--- src/logic/video_params.svh ---
// screen geometry, table sizes and register map
// for the scaled-down video subsystem
`ifndef VIDEO_PARAMS_SVH
`define VIDEO_PARAMS_SVH

// pixels per line and lines per frame, counted from 0
`define VID_H_TOTAL   48
`define VID_H_ACTIVE  32
`define VID_V_TOTAL   24
`define VID_V_ACTIVE  16

// tile and object edge in pixels
`define VID_TILE      8

// tile map in tiles, wraps at 64x32 pixels
`define VID_MAP_W     8
`define VID_MAP_H     4
`define VID_OBJ_N     4

// control registers
`define VID_REG_HPOS  0
`define VID_REG_VPOS  1
`define VID_REG_LAYER 2

// table regions: 32 map words, 4 sprites, 16 palette entries
`define VID_MAP_BASE  8'h20
`define VID_OBJ_BASE  8'h40
`define VID_PAL_BASE  8'h80

`endif

--- src/logic/video_pkg.sv ---
// shared vector types and packed structs of the video subsystem
`default_nettype none

package video_pkg;

    typedef logic [5:0]  hpos_t;
    typedef logic [4:0]  vpos_t;
    // colour index, 0 is transparent
    typedef logic [3:0]  pxl_t;
    // red in the upper nibble, then green, then blue
    typedef logic [11:0] rgb_t;
    typedef logic [7:0]  cpu_addr_t;
    typedef logic [15:0] cpu_data_t;

    typedef struct packed {
        logic scr_en;
        logic obj_en;
        logic obj_front;
    } layer_ctrl_t;

    typedef struct packed {
        hpos_t hdump;
        vpos_t vdump;
        logic  blank;
    } raster_t;

    // table write request towards both layers
    typedef struct packed {
        logic [5:0] idx;
        cpu_data_t  data;
        logic       map_we;
        logic       obj_we;
    } tbl_wr_t;

    typedef struct packed {
        logic  spare;
        hpos_t x;
        vpos_t y;
        pxl_t  color;
    } obj_entry_t;

endpackage

`default_nettype wire

--- src/logic/video_timing.sv ---
// pixel and line counters with blanking
`timescale 1ns/1ps
`default_nettype none
`include "video_params.svh"

module video_timing (
    input  logic                clk,
    input  logic                reset,
    input  logic                pxl_cen,
    output video_pkg::raster_t  raster
);

    video_pkg::hpos_t h_nxt;
    video_pkg::vpos_t v_nxt;
    logic             line_start;

    // last pixel of the line
    assign line_start = raster.hdump == video_pkg::hpos_t'(`VID_H_TOTAL - 1);

    always_comb begin
        v_nxt = raster.vdump;
        if (line_start) begin
            h_nxt = '0;
            if (raster.vdump == video_pkg::vpos_t'(`VID_V_TOTAL - 1)) begin
                v_nxt = '0;
            end else begin
                v_nxt = raster.vdump + 1'b1;
            end
        end else begin
            h_nxt = raster.hdump + 1'b1;
        end
    end

    always_ff @(posedge clk) begin
        if (reset) begin
            raster <= '0;
        end else if (pxl_cen) begin
            raster.hdump <= h_nxt;
            raster.vdump <= v_nxt;
            // blank follows the position it is stored with
            raster.blank <= (h_nxt >= video_pkg::hpos_t'(`VID_H_ACTIVE)) ||
                            (v_nxt >= video_pkg::vpos_t'(`VID_V_ACTIVE));
        end
    end

endmodule

`default_nettype wire

--- src/logic/video_mmr.sv ---
// CPU register block with scroll and layer control
// and write decoding for map, object and palette tables
`timescale 1ns/1ps
`default_nettype none
`include "video_params.svh"

module video_mmr (
    input  logic                     clk,
    input  logic                     reset,
    input  logic                     cpu_we,
    input  video_pkg::cpu_addr_t     cpu_addr,
    input  video_pkg::cpu_data_t     cpu_data,
    output video_pkg::cpu_data_t     mmr_dout,
    output video_pkg::hpos_t         hpos,
    output video_pkg::vpos_t         vpos,
    output video_pkg::layer_ctrl_t   layer_ctrl,
    output video_pkg::tbl_wr_t       tbl_wr,
    output logic                     pal_we,
    output video_pkg::pxl_t          pal_idx,
    output video_pkg::rgb_t          pal_data
);

    localparam int MAP_N = `VID_MAP_W * `VID_MAP_H;
    localparam int PAL_N = 2 ** $bits(video_pkg::pxl_t);

    video_pkg::cpu_addr_t map_off;
    video_pkg::cpu_addr_t obj_off;
    video_pkg::cpu_addr_t pal_off;
    logic                 map_hit;
    logic                 obj_hit;
    logic                 pal_hit;
    logic                 map_we_q;
    logic                 obj_we_q;
    logic [5:0]           idx_q;
    video_pkg::cpu_data_t data_q;

    // region relative offsets
    assign map_off = cpu_addr - `VID_MAP_BASE;
    assign obj_off = cpu_addr - `VID_OBJ_BASE;
    assign pal_off = cpu_addr - `VID_PAL_BASE;

    assign map_hit = cpu_addr >= `VID_MAP_BASE && map_off < video_pkg::cpu_addr_t'(MAP_N);
    assign obj_hit = cpu_addr >= `VID_OBJ_BASE && obj_off < video_pkg::cpu_addr_t'(`VID_OBJ_N);
    assign pal_hit = cpu_addr >= `VID_PAL_BASE && pal_off < video_pkg::cpu_addr_t'(PAL_N);

    always_ff @(posedge clk) begin
        if (reset) begin
            hpos       <= '0;
            vpos       <= '0;
            layer_ctrl <= '0;
            map_we_q   <= 1'b0;
            obj_we_q   <= 1'b0;
            pal_we     <= 1'b0;
        end else begin
            if (cpu_we && cpu_addr == video_pkg::cpu_addr_t'(`VID_REG_HPOS)) begin
                hpos <= cpu_data[5:0];
            end
            if (cpu_we && cpu_addr == video_pkg::cpu_addr_t'(`VID_REG_VPOS)) begin
                vpos <= cpu_data[4:0];
            end
            if (cpu_we && cpu_addr == video_pkg::cpu_addr_t'(`VID_REG_LAYER)) begin
                layer_ctrl <= video_pkg::layer_ctrl_t'(cpu_data[2:0]);
            end
            // single cycle strobes, one destination each
            map_we_q <= cpu_we && map_hit;
            obj_we_q <= cpu_we && obj_hit;
            pal_we   <= cpu_we && pal_hit;
        end
    end

    // write payload
    always_ff @(posedge clk) begin
        idx_q    <= map_hit ? map_off[5:0] : obj_off[5:0];
        data_q   <= cpu_data;
        pal_idx  <= pal_off[3:0];
        pal_data <= cpu_data[11:0];
    end

    assign tbl_wr = '{idx: idx_q, data: data_q, map_we: map_we_q, obj_we: obj_we_q};

    // readback, zero outside the control registers
    always_comb begin
        mmr_dout = '0;
        case (cpu_addr)
            video_pkg::cpu_addr_t'(`VID_REG_HPOS):  mmr_dout = video_pkg::cpu_data_t'(hpos);
            video_pkg::cpu_addr_t'(`VID_REG_VPOS):  mmr_dout = video_pkg::cpu_data_t'(vpos);
            video_pkg::cpu_addr_t'(`VID_REG_LAYER): mmr_dout = video_pkg::cpu_data_t'(layer_ctrl);
            default:                                mmr_dout = '0;
        endcase
    end

endmodule

`default_nettype wire

--- src/logic/video_tilemap.sv ---
// scrolling tile layer with internal tile map
`timescale 1ns/1ps
`default_nettype none
`include "video_params.svh"

module video_tilemap (
    input  logic                 clk,
    input  logic                 reset,
    input  logic                 pxl_cen,
    input  video_pkg::raster_t   raster,
    input  video_pkg::hpos_t     hpos,
    input  video_pkg::vpos_t     vpos,
    input  video_pkg::tbl_wr_t   tbl_wr,
    output video_pkg::pxl_t      scr_pxl
);

    localparam int MAP_N  = `VID_MAP_W * `VID_MAP_H;
    localparam int MAP_AW = $clog2(MAP_N);

    video_pkg::pxl_t     map_mem [MAP_N];
    video_pkg::hpos_t    scr_x;
    video_pkg::vpos_t    scr_y;
    logic [MAP_AW-1:0]   tile_idx;

    // map is 64x32 pixels so the sums wrap by width
    assign scr_x = raster.hdump + hpos;
    assign scr_y = raster.vdump + vpos;

    // row major, MAP_W tiles per row
    assign tile_idx = MAP_AW'((scr_y / `VID_TILE) * `VID_MAP_W + scr_x / `VID_TILE);

    // table writes are not tied to the pixel enable
    always_ff @(posedge clk) begin
        if (reset) begin
            for (int i = 0; i < MAP_N; i++) begin
                map_mem[i] <= '0;
            end
        end else if (tbl_wr.map_we) begin
            map_mem[tbl_wr.idx[MAP_AW-1:0]] <= tbl_wr.data[3:0];
        end
    end

    always_ff @(posedge clk) begin
        if (reset) begin
            scr_pxl <= '0;
        end else if (pxl_cen) begin
            // solid colour per tile
            scr_pxl <= map_mem[tile_idx];
        end
    end

endmodule

`default_nettype wire

--- src/logic/video_obj.sv ---
// object layer, four fixed-size solid sprites
`timescale 1ns/1ps
`default_nettype none
`include "video_params.svh"

module video_obj (
    input  logic                 clk,
    input  logic                 reset,
    input  logic                 pxl_cen,
    input  video_pkg::raster_t   raster,
    input  video_pkg::tbl_wr_t   tbl_wr,
    output video_pkg::pxl_t      obj_pxl
);

    localparam int OBJ_AW = $clog2(`VID_OBJ_N);

    video_pkg::obj_entry_t  obj_tbl [`VID_OBJ_N];
    logic [`VID_OBJ_N-1:0]  hit;
    video_pkg::pxl_t        obj_col;

    always_ff @(posedge clk) begin
        if (reset) begin
            for (int i = 0; i < `VID_OBJ_N; i++) begin
                obj_tbl[i] <= '0;
            end
        end else if (tbl_wr.obj_we) begin
            obj_tbl[tbl_wr.idx[OBJ_AW-1:0]] <= video_pkg::obj_entry_t'(tbl_wr.data);
        end
    end

    // box test without wrap, one bit wider so x+8 cannot overflow
    always_comb begin
        for (int i = 0; i < `VID_OBJ_N; i++) begin
            hit[i] = (raster.hdump >= obj_tbl[i].x) &&
                     ({1'b0, raster.hdump} < {1'b0, obj_tbl[i].x} + 7'(`VID_TILE)) &&
                     (raster.vdump >= obj_tbl[i].y) &&
                     ({1'b0, raster.vdump} < {1'b0, obj_tbl[i].y} + 6'(`VID_TILE));
        end
    end

    // walk from the top entry down so the lowest index wins
    always_comb begin
        obj_col = '0;
        for (int i = `VID_OBJ_N - 1; i >= 0; i--) begin
            if (hit[i] && obj_tbl[i].color != '0) begin
                obj_col = obj_tbl[i].color;
            end
        end
    end

    always_ff @(posedge clk) begin
        if (reset) begin
            obj_pxl <= '0;
        end else if (pxl_cen) begin
            obj_pxl <= obj_col;
        end
    end

endmodule

`default_nettype wire

--- src/logic/video_colmix.sv ---
// layer priority, palette lookup and blanking
`timescale 1ns/1ps
`default_nettype none

module video_colmix (
    input  logic                     clk,
    input  logic                     reset,
    input  logic                     pxl_cen,
    input  video_pkg::raster_t       raster,
    input  video_pkg::layer_ctrl_t   layer_ctrl,
    input  video_pkg::pxl_t          scr_pxl,
    input  video_pkg::pxl_t          obj_pxl,
    input  logic                     pal_we,
    input  video_pkg::pxl_t          pal_idx,
    input  video_pkg::rgb_t          pal_data,
    output video_pkg::rgb_t          rgb,
    output logic                     blank_dly
);

    localparam int PAL_N = 2 ** $bits(video_pkg::pxl_t);

    video_pkg::rgb_t  pal_mem [PAL_N];
    video_pkg::pxl_t  scr_m;
    video_pkg::pxl_t  obj_m;
    video_pkg::pxl_t  sel;
    logic             blank_d1;

    always_ff @(posedge clk) begin
        if (reset) begin
            for (int i = 0; i < PAL_N; i++) begin
                pal_mem[i] <= '0;
            end
        end else if (pal_we) begin
            pal_mem[pal_idx] <= pal_data;
        end
    end

    // disabled layers look transparent
    assign scr_m = layer_ctrl.scr_en ? scr_pxl : '0;
    assign obj_m = layer_ctrl.obj_en ? obj_pxl : '0;

    always_comb begin
        if (layer_ctrl.obj_front) begin
            sel = (obj_m != '0) ? obj_m : scr_m;
        end else begin
            sel = (scr_m != '0) ? scr_m : obj_m;
        end
    end

    always_ff @(posedge clk) begin
        if (reset) begin
            blank_d1  <= 1'b1;
            blank_dly <= 1'b1;
            rgb       <= '0;
        end else if (pxl_cen) begin
            // blank_d1 matches the raster the layers just used
            blank_d1  <= raster.blank;
            blank_dly <= blank_d1;
            rgb       <= blank_d1 ? '0 : pal_mem[sel];
        end
    end

endmodule

`default_nettype wire

--- src/logic/video_top.sv ---
// video subsystem top level
// timing, registers, tile and object layers, colour mixer
`timescale 1ns/1ps
`default_nettype none

module video_top (
    input  logic                  clk,
    input  logic                  reset,
    input  logic                  pxl_cen,
    input  logic                  cpu_we,
    input  video_pkg::cpu_addr_t  cpu_addr,
    input  video_pkg::cpu_data_t  cpu_data,
    output video_pkg::cpu_data_t  mmr_dout,
    output video_pkg::raster_t    raster,
    output video_pkg::rgb_t       rgb,
    output logic                  blank_dly
);

    video_pkg::hpos_t        hpos;
    video_pkg::vpos_t        vpos;
    video_pkg::layer_ctrl_t  layer_ctrl;
    video_pkg::tbl_wr_t      tbl_wr;
    logic                    pal_we;
    video_pkg::pxl_t         pal_idx;
    video_pkg::rgb_t         pal_data;
    video_pkg::pxl_t         scr_pxl;
    video_pkg::pxl_t         obj_pxl;

    video_timing u_timing (
        .clk        ( clk         ),
        .reset      ( reset       ),
        .pxl_cen    ( pxl_cen     ),
        .raster     ( raster      )
    );

    video_mmr u_mmr (
        .clk        ( clk         ),
        .reset      ( reset       ),
        .cpu_we     ( cpu_we      ),
        .cpu_addr   ( cpu_addr    ),
        .cpu_data   ( cpu_data    ),
        .mmr_dout   ( mmr_dout    ),
        .hpos       ( hpos        ),
        .vpos       ( vpos        ),
        .layer_ctrl ( layer_ctrl  ),
        .tbl_wr     ( tbl_wr      ),
        .pal_we     ( pal_we      ),
        .pal_idx    ( pal_idx     ),
        .pal_data   ( pal_data    )
    );

    video_tilemap u_scroll (
        .clk        ( clk         ),
        .reset      ( reset       ),
        .pxl_cen    ( pxl_cen     ),
        .raster     ( raster      ),
        .hpos       ( hpos        ),
        .vpos       ( vpos        ),
        .tbl_wr     ( tbl_wr      ),
        .scr_pxl    ( scr_pxl     )
    );

    video_obj u_obj (
        .clk        ( clk         ),
        .reset      ( reset       ),
        .pxl_cen    ( pxl_cen     ),
        .raster     ( raster      ),
        .tbl_wr     ( tbl_wr      ),
        .obj_pxl    ( obj_pxl     )
    );

    video_colmix u_colmix (
        .clk        ( clk         ),
        .reset      ( reset       ),
        .pxl_cen    ( pxl_cen     ),
        .raster     ( raster      ),
        .layer_ctrl ( layer_ctrl  ),
        .scr_pxl    ( scr_pxl     ),
        .obj_pxl    ( obj_pxl     ),
        .pal_we     ( pal_we      ),
        .pal_idx    ( pal_idx     ),
        .pal_data   ( pal_data    ),
        .rgb        ( rgb         ),
        .blank_dly  ( blank_dly   )
    );

endmodule

`default_nettype wire

--- config.mk ---
export PLATFORM = sky130hd
export DESIGN_NAME = video_top
export DESIGN_NICKNAME = d
export VERILOG_FILES = /design/src/logic/video_pkg.sv /design/src/logic/video_timing.sv /design/src/logic/video_mmr.sv /design/src/logic/video_tilemap.sv /design/src/logic/video_obj.sv /design/src/logic/video_colmix.sv /design/src/logic/video_top.sv
export VERILOG_INCLUDE_DIRS = /design/src /design/src/logic
export SDC_FILE = /design/constraint.sdc
export NUM_CORES = 1
export LEC_CHECK = 0
export BUFFER_PORTS_ARGS = -buffer_cell sky130_fd_sc_hd__buf_2
export CORE_ASPECT_RATIO = 0.9
export CORE_MARGIN = 5
export CORE_UTILIZATION = 36
export CTS_BUF_LIST = sky130_fd_sc_hd__clkbuf_4
export CTS_CLUSTER_SIZE = 28
export DETAILED_ROUTE_END_ITERATION = 10
export PLACE_DENSITY = 0.53
export SLEW_MARGIN = 0
export SYNTH_ARGS = -nofsm -noshare
export SYNTH_HDL_FRONTEND = slang
export SYNTH_SLANG_ARGS = --single-unit
export TNS_END_PERCENT = 100
--- constraint.sdc ---
create_clock -name clk -period 9 [get_ports clk]
set_clock_uncertainty 0.05 [all_clocks]
set_input_delay 1.35 -clock clk [delete_from_list [all_inputs] [get_ports clk]]
set_output_delay 1.35 -clock clk [all_outputs]
set_load 0.05 [all_outputs]
After elaboration in Yosys (flattened, before gate mapping) --
Memories as Yosys holds them, arrays and structs flattened. A register that Yosys moved wholly into a read port is not among the register bits. Cells that the tools add are included.
Storage, ports and cells: logic and storage cells 137, output and inout port bits 41, input port bits 28, memories 3, bits in registers 84, RAM bits 384
Memories:
- u_colmix.pal_mem | depth 16, width 12, read ports 1, clocked after Yosys merged registers in 0, write ports 16, line video_colmix.sv:22 | video_pkg::rgb_t pal_mem [PAL_N];
- u_scroll.map_mem | depth 32, width 4, read ports 1, clocked after Yosys merged registers in 1, write ports 32, line video_tilemap.sv:20 | video_pkg::pxl_t map_mem [MAP_N];
- u_obj.obj_tbl | depth 4, width 16, read ports 4, clocked after Yosys merged registers in 0, write ports 4, line video_obj.sv:17 | video_pkg::obj_entry_t obj_tbl [`VID_OBJ_N];
Cells by class: reductions and logical operators 36, equality and inequality tests 4, multiplexer cells 35, order comparisons 24, $add $sub $neg 16
Operators by type and width (number):
- $mux W4 | 11
- $add A6 B4 Y7 const B | 4
- $lt A6 B7 Y1 | 4
- $logic_and A1 B1 Y1 | 25
- $add A5 B4 Y6 const B | 4
- $ge A6 B6 Y1 | 4
- $lt A5 B6 Y1 | 4
- $mux W12 | 2
- $reduce_bool A4 Y1 | 6
- $ge A5 B5 Y1 | 4
- $mux W5 | 4
- $pmux W6 S3 | 1
- $mux W16 | 1
- $reduce_or A16 Y1 | 1
- $mux W1 | 14
- $reduce_or A12 Y1 | 1
- $eq A8 B1 Y1 const B | 1
- $eq A8 B2 Y1 const B | 1
- $ge A8 B6 Y1 const B | 1
- $ge A8 B7 Y1 const B | 1
- $ge A8 B8 Y1 const B | 1
- $logic_not A8 Y1 | 1
- $lt A8 B3 Y1 const B | 1
- $lt A8 B5 Y1 const B | 1
- other kinds (17) | 17

Logic depth before layout (Yosys ltp) --
An unclocked memory read counts as a cell.
word-level depth 11, gate-level depth with buffers 11

By module --
From an unflattened synthesis, not the netlist that was laid out.
Unflattened totals: cell total of the unflattened synthesis 2079, area total of the unflattened synthesis 23676.5 µm²
Modules (own cells, without submodules):
- video_colmix | area an instance 9718.1 µm², instances 1, seq. area each 6045.8 µm², cells an instance 792
- video_tilemap | area an instance 7325.8 µm², instances 1, seq. area each 3923.8 µm², cells an instance 661
- video_obj | area an instance 4419.2 µm², instances 1, seq. area each 1881.8 µm², cells an instance 412
- video_mmr | area an instance 1569.0 µm², instances 1, seq. area each 780.7 µm², cells an instance 141
- video_timing | area an instance 644.4 µm², instances 1, seq. area each 240.2 µm², cells an instance 73

Worst setup path after synthesis --
No wires, ideal clock.
path type in2out, start point input cpu_addr[3], end point output mmr_dout[5], arrival 3.680 ns, stages 5, path buffers 1, setup slack 3.920 ns, path through or3_1 > or4_4 > or2_1 > buf_6 > nor3b_1
Between the ends: cells in the longest elaborated chain, start to end 2, elaborated cells between the ends (all ways) 4, classes of those cells eq/ne: 2; mux: 1; reduce/logical: 1
Ends and longest elaborated chain:
- start, declared | line video_top.sv:11 | input video_pkg::cpu_addr_t cpu_addr,
- $eq A8 B2 Y1, or another cell as far along | line video_mmr.sv:84 | case (cpu_addr)
- $pmux W6 S3 (*) | line video_mmr.sv:84
- end, declared | line video_top.sv:13 | output video_pkg::cpu_data_t mmr_dout,
Every way passes the cells marked *; elsewhere a longest branch is shown, timed or not.

Final worst setup path --
start point register, netlist name u_timing.raster[10], end point register u_scroll.scr_pxl[2], read port of u_scroll.map_mem
Between the ends: cells in the longest elaborated chain, start to end 2
Ends and longest elaborated chain:
- $add A6 B6 Y6 | line video_tilemap.sv:26 | assign scr_x = raster.hdump + hpos;
- $add A5 B3 Y5 (no line)
- end, declared | line video_tilemap.sv:14 | output video_pkg::pxl_t scr_pxl
No other way between the ends. A chain may end at the register's enable or synchronous reset.

==> out/results.ini <==
[die]
die-area_mm2 = 0.0700
die-width_um = 278
chipHeight_um = 252
start_util = 0.363
rows = 88
ios = 69
design.core.area_mm2 = 0.0642

[final_layout]
fin_nets = 2270
syn_to_final_growth_pct = 11.7
final_layout_size_suffix_gt1_frac = 0.167
utilization = 0.406
fin_cells = 3125
design_area_mm2 = 0.0261

[global_route]
overflow = 0
grt_usage = 0.178
grt_max_degree = 59
antenna_found_initial = 6
grt_pass1_vias = 16400
grt_pass1_wl_um = 96100

[worst_setup_path]
endpoint_kind = register
reg2reg_slack_ns = 4.09
timing.rr.end = u_scroll.scr_pxl[2]
crit_path_max_fanout = 56
r2r_cells = 10
worstPathArrival_ns = 5.69
path_class = register to register
timing.rr.start = u_timing.raster[10]
start_kind = register
endpoint = u_scroll.scr_pxl[2]
worstPathRequired_ns = 9.78
startpoint = u_timing.raster[10]

[clocking]
cts.sinks = 451
cts.path.max_buffers = 3
cts_made_buffers = 133
clk_pin_slew_ns = 0.06
post_cts_buffers = 0
clock-root-buffer = clkbuf_4
cts_resized = 0
cts_tree = built
h-tree-depth = 4
clk_latency_ns = 0.96
hold_buffers = 0

[min_path]
hp-start = cpu_data[10]
hp-class = primary input to register

[placement]
placedCellCount = 2880
dpl-instance-area_mm2 = 0.0244
gp_congestion = 0.838
dp.final_hpwl_um = 40700
place_ws_ns = 4.13
io_buffers = 57

[sta]
setup_violations = 0
fin_crit_ns = 4.91
rsz0062_at_grt = false
drv_slew = 0
maxClockFrequency_mhz = 204
finalSetupTns_ns = 0
hold_viol = 0
layout_setup_ws_ns = 4.09
worst_pin_slew_ns = 0.977
max_slew_margin = 0.349
min_period_over_period = 0.546

[synthesis]
synth_cell_types = 74
postSynthCellCount = 2064
ys_dominant_reg_cell = edfxtp_1
async_flop_share = 0
syn_avg_cell_area_um2 = 11.3
synth_area_mm2 = 0.0233
synth_seq_cells = 451
synth-edff-count = 380
yosysWarnings = 0
yosysSeqAreaShare = 0.550

[drt]
via_count = 16100
first_iter_violations = 1123
drc_errors = 0
vias_per_cell = 5.14
routedWlPerCell_um = 20.2
dr.pass1.iters = 5
wl_um = 63200
antenna_left = 0

[run_status]
outcome = complete, no violations

[power]
p_per_area_mw_per_mm2 = 174
leakagePower_uw = 0.0102
vdd_drop_max_mv = 0.116

[job]
cap_viol_max_count = 0

-- cell usage after synthesis, drive strengths merged (17+ instances only) --
| cell type | n | area (um^2) |
|---|---|---|
| o21ai | 23 | 115 |
| mux2i | 183 | 1830 |
| clkbuf | 86 | 324 |
| nor4 | 19 | 125 |
| nand3 | 23 | 115 |
| inv | 76 | 285 |
| nand2 | 150 | 566 |
| nor2b | 28 | 175 |
| or2 | 52 | 325 |
| and2 | 335 | 2100 |
| a211oi | 36 | 270 |
| edfxtp | 380 | 11400 |
| and3 | 40 | 250 |
| buf | 52 | 312 |
| nor2 | 145 | 547 |
| ha | 82 | 1030 |
| a21oi | 49 | 245 |
| nor3 | 17 | 85.1 |
| dfxtp | 71 | 1420 |
-- metrics by stage --
stage                     hold WS, ns  total power [uW]
final                           0.455              4540
after global routing            0.382              4750
after CTS                       0.321              4600
after detailed placement        0.468              2630
after global placement          0.463              2620
after floorplan                 0.421              2540
-- how the worst min path moves through the flow --
stage,end,depth (start not counted)
final,u_mmr.pal_data[10],1
after global routing,u_mmr.data_q[14],1
after CTS,u_mmr.data_q[12],1
after detailed placement,u_colmix.blank_d1,1
after global placement,u_mmr.hpos[1],2
after floorplan,u_colmix.blank_dly,1
-- layout by cell type (no fill, tap or decap), drive strengths merged, types with 7 or more instances in the layout --
master | synthesis | layout
nand3 | 23 | 23
a21oi | 49 | 49
clkbuf | 86 | 200
nor2b | 28 | 28
nand4 | 15 | 15
nor4 | 19 | 19
diode | 0 | 8
a211oi | 36 | 36
or2 | 52 | 52
edfxtp | 380 | 380
o21ai | 23 | 23
a32oi | 15 | 15
and2 | 335 | 335
a31oi | 15 | 15
xnor2 | 7 | 7
a221oi | 13 | 13
inv | 76 | 83
o21a | 11 | 11
nand2 | 150 | 150
buf | 52 | 90
or4 | 7 | 7
conb | 1 | 10
a211o | 16 | 16
nand2b | 15 | 15
nor2 | 145 | 145
a32o | 12 | 12
ha | 82 | 82
nor3 | 17 | 17
mux2i | 183 | 183
clkinv | 1 | 29
a22oi | 9 | 9
a21o | 16 | 16
dfxtp | 71 | 71
and3 | 40 | 40
-- report_power, final --
part | leakage [uW] | switching [uW] | internal (uW)
Clock | 0.00102 | 912 | 1040
Combinational | 0.00453 | 160 | 69.7
Sequential | 0.00466 | 41.9 | 2310
-- area by class of cell --
type                            instances  area, um^2
Antenna cell                            8        20.0
Clock buffer                          200        1500
Clock inverter                         37         178
Fill cell                            6219       38100
Inverter                               77         289
Multi-Input combinational cell       1407        9640
Sequential cell                       451       12800
Tap cell                              855        1070
Timing Repair Buffer                   90         536
-- sequential cells by signal, summed over array words and instances, names as in the netlist, 2 cells and up, named ones only --
name / count
u_scroll.scr_pxl: 4
u_mmr.layer_ctrl: 3
u_mmr.hpos: 6
u_colmix.pal_mem: 192
u_obj.obj_tbl: 60
u_timing.raster: 8
u_mmr.idx_q: 2
u_scroll.map_mem: 128
u_mmr.pal_idx: 3
u_mmr.data_q: 4
u_mmr.pal_data: 11
u_colmix.rgb: 12
u_obj.obj_pxl: 4
u_mmr.vpos: 5
-- critical path: stages, from the launching register on --
cell,delay [ns]
dfxtp_1,0.79
ha_2,0.30
buf_4,0.58
xor2_4,0.41
buf_4,0.83
mux2i_1,0.33
mux2i_1,0.17
mux4_2,0.53
or4_1,0.52
o311ai_1,0.11
a31oi_1,0.07
-- kinds of logic (layout without fill, tap and decap cells) --
kind of cell / after synthesis / count (layout) / share of synthesized area
AOI/OAI and AO/OA: 255 / 255 / 0.0790
xor gates and xnor gates: 13 / 13 / 0.00568
adders and majority gates: 82 / 82 / 0.0440
buffers and inverters: 215 / 404 / 0.0396
DFF: 451 / 451 / 0.550
muxes: 187 / 187 / 0.0824
other: 1 / 18 / 0.000161
and+or+nand+nor: 860 / 860 / 0.199
-- routing by layer --
layer  vias to the layer above  global-route usage  routed length, um
met5                         -                   0                  0
met4                         0              0.0672               1490
met3                       102              0.0377               3360
met2                       404               0.296              30000
met1                      7890               0.231              28400
li1                       7674                   -                  -
Power figures use the tool's default switching activity.
